<file path="config.mk">
export PLATFORM = sky130hd
export DESIGN_NAME = csi2_rx_top
export DESIGN_NICKNAME = d
export VERILOG_FILES = /design/src/hw/csi2_pkg.sv /design/src/hw/csi2_word_if.sv /design/src/hw/csi2_hamming_dec.sv /design/src/hw/csi2_pkt_ctrl.sv /design/src/hw/csi2_rx_top.sv /design/src/hw/csi2_syndrome_lut.sv
export SDC_FILE = /design/constraint.sdc
export NUM_CORES = 1
export LEC_CHECK = 0
export BUFFER_PORTS_ARGS = -buffer_cell sky130_fd_sc_hd__buf_2
export CAP_MARGIN = 10
export CORE_ASPECT_RATIO = 1.75
export CORE_MARGIN = 2
export CORE_UTILIZATION = 45
export CTS_BUF_LIST = sky130_fd_sc_hd__clkbuf_2
export DETAILED_ROUTE_END_ITERATION = 16
export HOLD_SLACK_MARGIN = 0.03
export PLACE_DENSITY_LB_ADDON = 0.05
export SYNTH_ARGS = -nofsm -noshare
export SYNTH_HDL_FRONTEND = slang
export SYNTH_SLANG_ARGS = --single-unit
</file>
<file path="constraint.sdc">
create_clock -name clk_i -period 8.6 [get_ports clk_i]
set_input_delay 1.72 -clock clk_i [delete_from_list [all_inputs] [get_ports clk_i]]
set_output_delay 1.72 -clock clk_i [all_outputs]
set_load 0.02 [all_outputs]
</file>
<file path="src/hw/csi2_pkg.sv">
`default_nettype none

package csi2_pkg;

  // Packet header word, seen as a long or a short packet
  typedef union packed {
    struct packed {
      logic [1:0]  rsvd;
      logic [5:0]  ecc;
      logic [15:0] wc;
      logic [1:0]  vc;
      logic [5:0]  dt;
    } long_hdr;
    struct packed {
      logic [1:0]  rsvd;
      logic [5:0]  ecc;
      logic [15:0] short_data;
      logic [1:0]  vc;
      logic [5:0]  dt;
    } short_hdr;
  } csi2_hdr_u;

  // Parity bits fed by each header bit, index 0 first
  localparam logic [5:0] ECC_COL [24] = '{
    6'h07, 6'h0b, 6'h0d, 6'h0e,
    6'h13, 6'h15, 6'h16, 6'h19,
    6'h1a, 6'h1c, 6'h23, 6'h25,
    6'h26, 6'h29, 6'h2a, 6'h2c,
    6'h31, 6'h32, 6'h34, 6'h38,
    6'h1f, 6'h2f, 6'h37, 6'h3b
  };

  // Syndrome that matches no data bit
  localparam logic [4:0] NO_FIX_POS = 5'd31;

  localparam logic [5:0] LONG_DT_MIN = 6'h10;

  localparam int CRC_BYTES = 2;

  // Wide enough for ceil((0xffff + CRC_BYTES) / 4)
  localparam int PAYLOAD_CNT_W = 15;

  // Packet controller states
  localparam logic [1:0] PKT_IDLE    = 2'd0;
  localparam logic [1:0] PKT_PAYLOAD = 2'd1;
  localparam logic [1:0] PKT_DISCARD = 2'd2;

endpackage

`default_nettype wire

</file>
<file path="src/hw/csi2_word_if.sv">
`timescale 1ns/100ps
`default_nettype none

interface csi2_word_if;

  logic        valid;
  logic [31:0] data;
  // Header flags, held until pkt_done
  logic        hdr_err;
  logic        hdr_fix;
  logic        pkt_done;

  modport dec (
    output valid,
    output data,
    output hdr_err,
    output hdr_fix,
    input  pkt_done
  );

  modport ctrl (
    input  valid,
    input  data,
    input  hdr_err,
    input  hdr_fix,
    output pkt_done
  );

endinterface

`default_nettype wire

</file>
<file path="src/hw/csi2_hamming_dec.sv">
`timescale 1ns/100ps
`default_nettype none

module csi2_hamming_dec
  import csi2_pkg::*;
(
  input  logic          clk_i,
  input  logic          srst_i,
  input  logic          valid_i,
  input  logic [31 : 0] data_i,
  csi2_word_if.dec      out_if
);

logic [5 : 0]  gen_parity;
logic [5 : 0]  syndrome;
logic [4 : 0]  fix_pos;
logic [31 : 0] data_d;
logic [31 : 0] fix_mask;
logic          valid_d;
logic          syn_nz_d;
logic          hdr_passed;
logic          hdr_word;
logic          fix_en;

// Parity over header bits 23:0
always_comb
  begin
    gen_parity = '0;
    for( int i = 0; i < 24; i++ )
      gen_parity = gen_parity ^ ( ECC_COL[i] & {6{data_i[i]}} );
  end

assign syndrome = gen_parity ^ data_i[29 : 24];

csi2_syndrome_lut syndrome_lut (
  .clk_i      ( clk_i    ),
  .srst_i     ( srst_i   ),
  .syndrome_i ( syndrome ),
  .bit_pos_o  ( fix_pos  )
);

always_ff @( posedge clk_i )
  if( srst_i )
    begin
      valid_d  <= 1'b0;
      syn_nz_d <= 1'b0;
    end
  else
    begin
      valid_d  <= valid_i;
      syn_nz_d <= ( syndrome != 6'd0 );
    end

always_ff @( posedge clk_i )
  data_d <= data_i;

// First word of a packet, one cycle after input
assign hdr_word = valid_d && !hdr_passed;

always_ff @( posedge clk_i )
  if( srst_i )
    hdr_passed <= 1'b0;
  else
    if( hdr_word )
      hdr_passed <= 1'b1;
    else
      if( out_if.pkt_done )
        hdr_passed <= 1'b0;

// Only a data-bit column can be repaired
assign fix_en   = hdr_word && syn_nz_d && ( fix_pos != NO_FIX_POS );
assign fix_mask = 32'( fix_en ) << fix_pos;

always_ff @( posedge clk_i )
  out_if.data <= data_d ^ fix_mask;

always_ff @( posedge clk_i )
  if( srst_i )
    out_if.hdr_err <= 1'b0;
  else
    if( out_if.pkt_done )
      out_if.hdr_err <= 1'b0;
    else
      if( hdr_word && syn_nz_d )
        out_if.hdr_err <= 1'b1;

always_ff @( posedge clk_i )
  if( srst_i )
    out_if.hdr_fix <= 1'b0;
  else
    if( out_if.pkt_done )
      out_if.hdr_fix <= 1'b0;
    else
      if( fix_en )
        out_if.hdr_fix <= 1'b1;

// Valid is held through the pkt_done cycle
always_ff @( posedge clk_i )
  if( srst_i )
    out_if.valid <= 1'b0;
  else
    if( !out_if.pkt_done )
      out_if.valid <= valid_d;

endmodule

`default_nettype wire

</file>
<file path="src/hw/csi2_pkt_ctrl.sv">
`timescale 1ns/100ps
`default_nettype none

module csi2_pkt_ctrl
  import csi2_pkg::*;
(
  input  logic          clk_i,
  input  logic          srst_i,
  csi2_word_if.ctrl     in_if,
  output logic          hdr_valid_o,
  output logic [1 : 0]  hdr_vc_o,
  output logic [5 : 0]  hdr_dt_o,
  output logic [15 : 0] hdr_wc_o,
  output logic          ecc_err_o,
  output logic          ecc_corr_o,
  output logic          payload_valid_o,
  output logic [31 : 0] payload_o,
  output logic          pkt_done_o
);

csi2_hdr_u                    hdr;
logic [1 : 0]                 state;
logic [PAYLOAD_CNT_W - 1 : 0] words_left;
logic [PAYLOAD_CNT_W - 1 : 0] long_words;
logic [16 : 0]                long_bytes;
logic                         is_long;
logic                         hdr_bad;
logic                         hdr_load;
logic                         pkt_done;

assign hdr     = in_if.data;
assign is_long = ( hdr.long_hdr.dt >= LONG_DT_MIN );
assign hdr_bad = in_if.hdr_err && !in_if.hdr_fix;

// Payload plus CRC bytes rounded up to whole words
assign long_bytes = {1'b0, hdr.long_hdr.wc} + 17'( CRC_BYTES + 3 );
assign long_words = ( long_bytes[16 : 2] == '0 ) ? PAYLOAD_CNT_W'( 1 ) : long_bytes[16 : 2];

assign hdr_load = ( state == PKT_IDLE ) && in_if.valid && !hdr_bad;

always_ff @( posedge clk_i )
  if( srst_i )
    begin
      state           <= PKT_IDLE;
      words_left      <= '0;
      hdr_valid_o     <= 1'b0;
      payload_valid_o <= 1'b0;
      pkt_done        <= 1'b0;
      ecc_err_o       <= 1'b0;
      ecc_corr_o      <= 1'b0;
    end
  else
    begin
      hdr_valid_o     <= 1'b0;
      payload_valid_o <= 1'b0;
      pkt_done        <= 1'b0;
      case( state )
        PKT_IDLE:
          if( in_if.valid )
            begin
              ecc_err_o  <= in_if.hdr_err;
              ecc_corr_o <= in_if.hdr_fix;
              if( hdr_bad )
                state <= PKT_DISCARD;
              else
                begin
                  hdr_valid_o <= 1'b1;
                  if( is_long )
                    begin
                      words_left <= long_words;
                      state      <= PKT_PAYLOAD;
                    end
                  else
                    pkt_done <= 1'b1;
                end
            end
        PKT_PAYLOAD:
          if( in_if.valid )
            begin
              payload_valid_o <= 1'b1;
              words_left      <= words_left - 1'b1;
              // Last word including CRC
              if( words_left == PAYLOAD_CNT_W'( 1 ) )
                begin
                  pkt_done <= 1'b1;
                  state    <= PKT_IDLE;
                end
            end
        PKT_DISCARD:
          // Packet ends when the link goes idle
          if( !in_if.valid )
            begin
              pkt_done <= 1'b1;
              state    <= PKT_IDLE;
            end
        default:
          state <= PKT_IDLE;
      endcase
    end

always_ff @( posedge clk_i )
  if( hdr_load )
    begin
      hdr_vc_o <= hdr.long_hdr.vc;
      hdr_dt_o <= hdr.long_hdr.dt;
      // Short data sits in the same bits as the word count
      hdr_wc_o <= hdr.long_hdr.wc;
    end

always_ff @( posedge clk_i )
  if( ( state == PKT_PAYLOAD ) && in_if.valid )
    payload_o <= in_if.data;

assign in_if.pkt_done = pkt_done;
assign pkt_done_o     = pkt_done;

endmodule

`default_nettype wire

</file>
<file path="src/hw/csi2_rx_top.sv">
`timescale 1ns/100ps
`default_nettype none

module csi2_rx_top
(
  input  logic          clk_i,
  input  logic          srst_i,
  input  logic          valid_i,
  input  logic [31 : 0] data_i,
  output logic          hdr_valid_o,
  output logic [1 : 0]  hdr_vc_o,
  output logic [5 : 0]  hdr_dt_o,
  output logic [15 : 0] hdr_wc_o,
  output logic          ecc_err_o,
  output logic          ecc_corr_o,
  output logic          payload_valid_o,
  output logic [31 : 0] payload_o,
  output logic          pkt_done_o
);

// Decoded words from the ECC stage to the packet FSM
csi2_word_if word_if ();

csi2_hamming_dec hamming_dec (
  .clk_i   ( clk_i   ),
  .srst_i  ( srst_i  ),
  .valid_i ( valid_i ),
  .data_i  ( data_i  ),
  .out_if  ( word_if )
);

csi2_pkt_ctrl pkt_ctrl (
  .clk_i           ( clk_i           ),
  .srst_i          ( srst_i          ),
  .in_if           ( word_if         ),
  .hdr_valid_o     ( hdr_valid_o     ),
  .hdr_vc_o        ( hdr_vc_o        ),
  .hdr_dt_o        ( hdr_dt_o        ),
  .hdr_wc_o        ( hdr_wc_o        ),
  .ecc_err_o       ( ecc_err_o       ),
  .ecc_corr_o      ( ecc_corr_o      ),
  .payload_valid_o ( payload_valid_o ),
  .payload_o       ( payload_o       ),
  .pkt_done_o      ( pkt_done_o      )
);

endmodule

`default_nettype wire

</file>
<file path="src/hw/csi2_syndrome_lut.sv">
`timescale 1ns/100ps
`default_nettype none

module csi2_syndrome_lut
  import csi2_pkg::*;
(
  input  logic         clk_i,
  input  logic         srst_i,
  input  logic [5 : 0] syndrome_i,
  output logic [4 : 0] bit_pos_o
);

logic [4 : 0] pos_table [64];

// Header bit whose column equals the syndrome
function automatic logic [4 : 0] col_to_pos( input logic [5 : 0] syn );
  logic [4 : 0] pos;
  pos = NO_FIX_POS;
  for( int i = 0; i < 24; i++ )
    if( ECC_COL[i] == syn )
      pos = 5'( i );
  return pos;
endfunction

// Table contents are fixed at elaboration
for( genvar s = 0; s < 64; s++ )
  begin : g_table
    assign pos_table[s] = col_to_pos( 6'( s ) );
  end

always_ff @( posedge clk_i )
  if( srst_i )
    bit_pos_o <= NO_FIX_POS;
  else
    bit_pos_o <= pos_table[syndrome_i];

endmodule

`default_nettype wire

</file>
# Word level (Yosys, flattened, before mapping)
# Memory sizes are Yosys's and may differ from the RTL's. A register that Yosys moved wholly into a read port is not among the register bits.
# Cells that the tools add are included.
# W data, S select, Z words.
# totals
input_bits,35
romBits,320
regBits,148
word_cells,109
mem_count,1
output_inout_bits,61
# op_classes
add_sub_neg,2
shifts,1
n_reduce_logical,21
magnitude_cmp,1
mux,24
bitwise_logic,29
n_eq_ne,11
# memory_table
memory,words,width,rd,rd_clocked_by_memory_dff,write_ports,line_no,source
(name not given),64,5,1,1,0,csi2_syndrome_lut.sv:35,bit_pos_o <= pos_table[syndrome_i];
# op_table
op,count
$xor A6 B6 Y6,14
$mux W15,5
$xor A6 B5 Y6,7
$shl A1 B5 Y32,1
$xor A32 B32 Y32,1
$pmux W15 S2,1
$add A16 B3 Y17 const B,1
$eq A15 B1 Y1 const B,1
$logic_not A15 Y1,1
$sub A15 B1 Y15 const B,1
$mux W2,6
$xor A6 B4 Y6,2
$mux W1,10
$reduce_and A5 Y1,2
$ne A2 B2 Y1 const B,4
$logic_and A1 B1 Y1,7
$not A6 Y7,1
$ge A6 B5 Y1 const B,1
$pmux W2 S3,1
$reduce_bool A6 Y1,1
$ne A5 B5 Y1 const B,1
$ne A2 B1 Y1 const B,2
$reduce_bool A2 Y1,2
$reduce_or A2 Y1,2
10 further kinds,14

# Depth between registers and ports, before layout
# depth
ltp_word,25
ltp_mapped,10
ltp_nobuf,10

# Modules after synthesis
# From an unflattened synthesis, not the netlist that was laid out.
# unflattened
cells_unflattened,549
hier_area_um2,6409.9
# by_module_without_submodules
mod,cells_per_inst,seq_area_each_um2,area_per_inst_um2,instances
csi2_pkt_ctrl,259,2122.0,3216.8,1
csi2_hamming_dec,220,1401.3,2580.0,1
csi2_syndrome_lut,70,100.1,613.1,1

# Least setup slack after synthesis
# OpenSTA, ideal clock, no wires.
# synth_path
path_kind,input port to flip-flop
startpoint,in data_i[14]
endpoint,reg hamming_dec.syndrome_lut.bit_pos_o[4]
setup_slack_ns,4.581
n_path_buf,0
stages,10
required_ns,8.467
arrival_time_ns,3.886
cell_sequence,xnor2_1 > xnor3_1 > xnor2_1 > xor2_1 > ha_1 > inv_1 > and2_1 > a221o_1 > nor4_1 > a21oi_1
# synth_between
elab_chain_cells,12
# synth_lines
item,line_no,source
from (decl),csi2_rx_top.sv:9,"input logic [31 : 0] data_i,"
$xor A6 B6 Y6 (6 in series),csi2_hamming_dec.sv:30,gen_parity = gen_parity ^ ( ECC_COL[i] & {6{data_i[i]}} );
$xor A6 B5 Y6,csi2_hamming_dec.sv:30,
$xor A6 B6 Y6 (3 in series),csi2_hamming_dec.sv:30,
$xor A6 B6 Y6,csi2_hamming_dec.sv:33,assign syndrome = gen_parity ^ data_i[29 : 24];
$not A6 Y7 (not written as such),csi2_syndrome_lut.sv:35,
to (decl),csi2_syndrome_lut.sv:10,output logic [4 : 0] bit_pos_o
# No other way between the ends.
# A chain may end at the register's enable or synchronous reset.

# Final worst setup path
# Ends and elaborated chain as after synthesis.

==> flow_summary.json <==
{
  "status": "finished clean",
  "yosys.area_share.simple": 0.134,
  "yosys_register_bits": 153,
  "cts_tree": "built",
  "syn_inst": 567,
  "ios": 96,
  "fmax_mhz": 267,
  "syn_area_per_cell_sq_um": 11.2,
  "cts_setup_buffers": 0,
  "critPathRequiredTime_ps": 9180,
  "clk_pin_slew_ps": 260,
  "period_needed_ps": 3750,
  "hold_viol_final": 0,
  "holdBufCountCts": 0,
  "hold_path.class": "flop to flop",
  "power_mw": 1.77,
  "p_leak_nw": 2.78,
  "maxCapViolations": 0,
  "route.detailed.drc": 0,
  "nNetsFinal": 706,
  "grtUsageTotal": 0.208,
  "drt-wirelength-per-cell_um": 17.6,
  "power_density_mw_per_mm2": 243,
  "dr.pass1.iters": 4,
  "syn_area_sq_mm": 0.00637,
  "grt_pass1_wl_mm": 23.6,
  "fp.dieH_um": 161,
  "die_area_sq_mm": 0.0152,
  "gp_congestion": 0.881,
  "synthAdderAreaFrac": 0.00786,
  "drive_above_1_share": 0.221,
  "post-route-period-util": 0.436,
  "synth_top_family_by_area": "XOR/XNOR gates",
  "holdWs_ps": 353,
  "grt_pass1_vias": 4543,
  "instances_no_fill": 858,
  "vias_per_cell": 5.18,
  "ys_types": 56,
  "cts_buffers": 17,
  "grt_max_degree": 36,
  "setup_viol": 0,
  "worst_pin_slew_ps": 1180,
  "grt-ovfl-total": 0,
  "ys_seq_area_frac": 0.569,
  "synthXorXnorAreaFrac": 0.168,
  "synthMuxAreaShare": 0.00334,
  "fin_skew_ps": 38.1,
  "ys_warn_count": 0,
  "layout_common_cells": "dfxtp_1, buf_2, xnor2_1",
  "area_delta_synth_final_pct": 14.5,
  "clk_latency_ps": 690,
  "cts.htree.levels": 4,
  "async_flop_share": 0,
  "synth_edf_count": 56,
  "slew_viol_final": 0,
  "dp_cells": 825,
  "irDropWorstVdd_uv": 128,
  "start_util": 0.460,
  "crit_type": "input pin to flop",
  "die_x_um": 93.9,
  "syn-num-nets": 606,
  "portBuffers": 95,
  "cts_buffer_depth": 2,
  "synth-compound-area-share": 0.100,
  "ant_nets": 0,
  "root_buffer": "clkbuf_2",
  "dominantRegCellSynth": "dfxtp_1",
  "placementRows": 57,
  "dp_hpwl_mm": 11.8,
  "rsz0062_at_grt": "false",
  "cp-end-kind": "flop",
  "drt_wl_total_mm": 15.1,
  "cp_max_fo": 8,
  "arrival_ps": 4330,
  "antenna_found_initial": 1,
  "cp-start-kind": "input pin",
  "mostFrequentLayoutCell": "dfxtp_1",
  "first_iter_violations": 160,
  "tns_ps": 0,
  "vias": 4447,
  "clock_sinks": 153,
  "rrSetupSlack_ps": 6220,
  "slew_headroom": 0.210,
  "cts-resized-gates": 0,
  "coreArea_sq_mm": 0.0138
}
worst max-delay path, stage by stage:
cell and delay [ps]:
buf_2 120, xnor2_1 270, xnor3_1 460, xnor2_1 350, xor2_1 240, ha_1 350, inv_1 120, and2_1 150
a221o_1 300, o21bai_1 160, a21oi_1 80
synthesized netlist by cell type, types with 2 or more instances:
master | instances | area, sq um
o32ai_1 | 3 | 26.3
nand2b_1 | 2 | 12.5
o22ai_1 | 2 | 12.5
nor2b_1 | 6 | 37.5
xor2_1 | 31 | 272
nor3b_1 | 3 | 22.5
o211ai_1 | 4 | 30.0
xor2_2 | 2 | 32.5
a221oi_1 | 3 | 26.3
nor2_1 | 51 | 191
xnor3_1 | 5 | 113
a211oi_1 | 8 | 60.1
ha_1 | 4 | 50.1
and2_1 | 7 | 43.8
xnor3_2 | 2 | 47.6
or3_1 | 2 | 12.5
a21oi_1 | 23 | 115
edfxtp_1 | 56 | 1680
nand4b_1 | 2 | 17.5
nor4_1 | 6 | 37.5
a32oi_1 | 2 | 17.5
o21ai_0 | 33 | 165
clkbuf_1 | 15 | 56.3
nand4_1 | 5 | 31.3
a31oi_1 | 5 | 31.3
xnor2_2 | 5 | 81.3
a22oi_1 | 3 | 22.5
o31ai_1 | 4 | 30.0
dfxtp_1 | 97 | 1940
nand3_1 | 12 | 60.1
nand2_1 | 41 | 154
xnor2_1 | 60 | 526
and3_1 | 7 | 43.8
nand3b_1 | 2 | 15.0
inv_1 | 11 | 41.3
nor3_1 | 21 | 105
or2_2 | 3 | 18.8
layer usage:
| metal | track usage | wire length, um |
|---|---|---|
| met5 | 0 | 0 |
| met4 | 0.121 | 797 |
| met3 | 0.0392 | 525 |
| met2 | 0.397 | 8540 |
| met1 | 0.200 | 5210 |
cells by family (layout without fill, tap and decap cells):
group | count (synthesis) | in the layout
AND/OR/NAND/NOR | 176 | 176
other | 0 | 1
multiplexers | 2 | 2
adder cells (fa/ha/maj) | 4 | 4
XOR/XNOR | 105 | 105
flip-flops | 153 | 153
buffers and inverters | 28 | 141
AO/OA/AOI/OAI | 99 | 99
layout make-up:
cell class,count,area (sq um)
diodes,1,2.50
clock buffers,17,85.1
clock inverters,15,173
fillers,1284,6550
inverters,11,41.3
multi-input cells,386,2650
flip-flops and latches,153,3620
well taps,177,221
repair buffers,98,498
final timing paths:
| path | startpoint | end | cells past startpoint |
|---|---|---|---|
| max | data_i[14] | hamming_dec.syndrome_lut.bit_pos_o[4] | 11 |
| min | hamming_dec.data_d[31] | hamming_dec.out_if.data[31] | 0 |
| max reg2reg | pkt_ctrl.state[0] | pkt_ctrl.payload_o[0] | 2 |
| min reg2reg | hamming_dec.data_d[31] | hamming_dec.out_if.data[31] | 0 |
where the power goes:
group	internal [mW]	switching, mW
sequential	0.789	0.0360
clock	0.101	0.298
combinational	0.209	0.338
total	1.10	0.672
state kept, by name (all words and copies together) (netlist names):
name and count:
pkt_ctrl.ecc_corr_o 1, pkt_ctrl.payload_valid_o 1, pkt_ctrl.hdr_valid_o 1, hamming_dec.out_if.valid 1, pkt_ctrl.words_left 15, hamming_dec.hdr_passed 1
pkt_ctrl.state 2, hamming_dec.out_if.hdr_err 1, pkt_ctrl.payload_o 32, pkt_ctrl.hdr_vc_o 2, pkt_ctrl.hdr_wc_o 16, hamming_dec.out_if.data 32
hamming_dec.syn_nz_d 1, hamming_dec.valid_d 1, hamming_dec.out_if.hdr_fix 1, pkt_ctrl.in_if.pkt_done 1, pkt_ctrl.hdr_dt_o 6, hamming_dec.syndrome_lut.bit_pos_o 5
hamming_dec.data_d 32, pkt_ctrl.ecc_err_o 1
metrics by stage:
stage	instance area, sq um	setup slack [ps]	utilization
CTS	7290	4940	0.527
detailed placement	7030	4150	0.508
floorplan	6370	4580	-
global route	7290	4640	0.527
finish	7290	4850	0.527
global placement	7030	4190	0.508
Note: power is estimated with default switching activity, not from simulation.
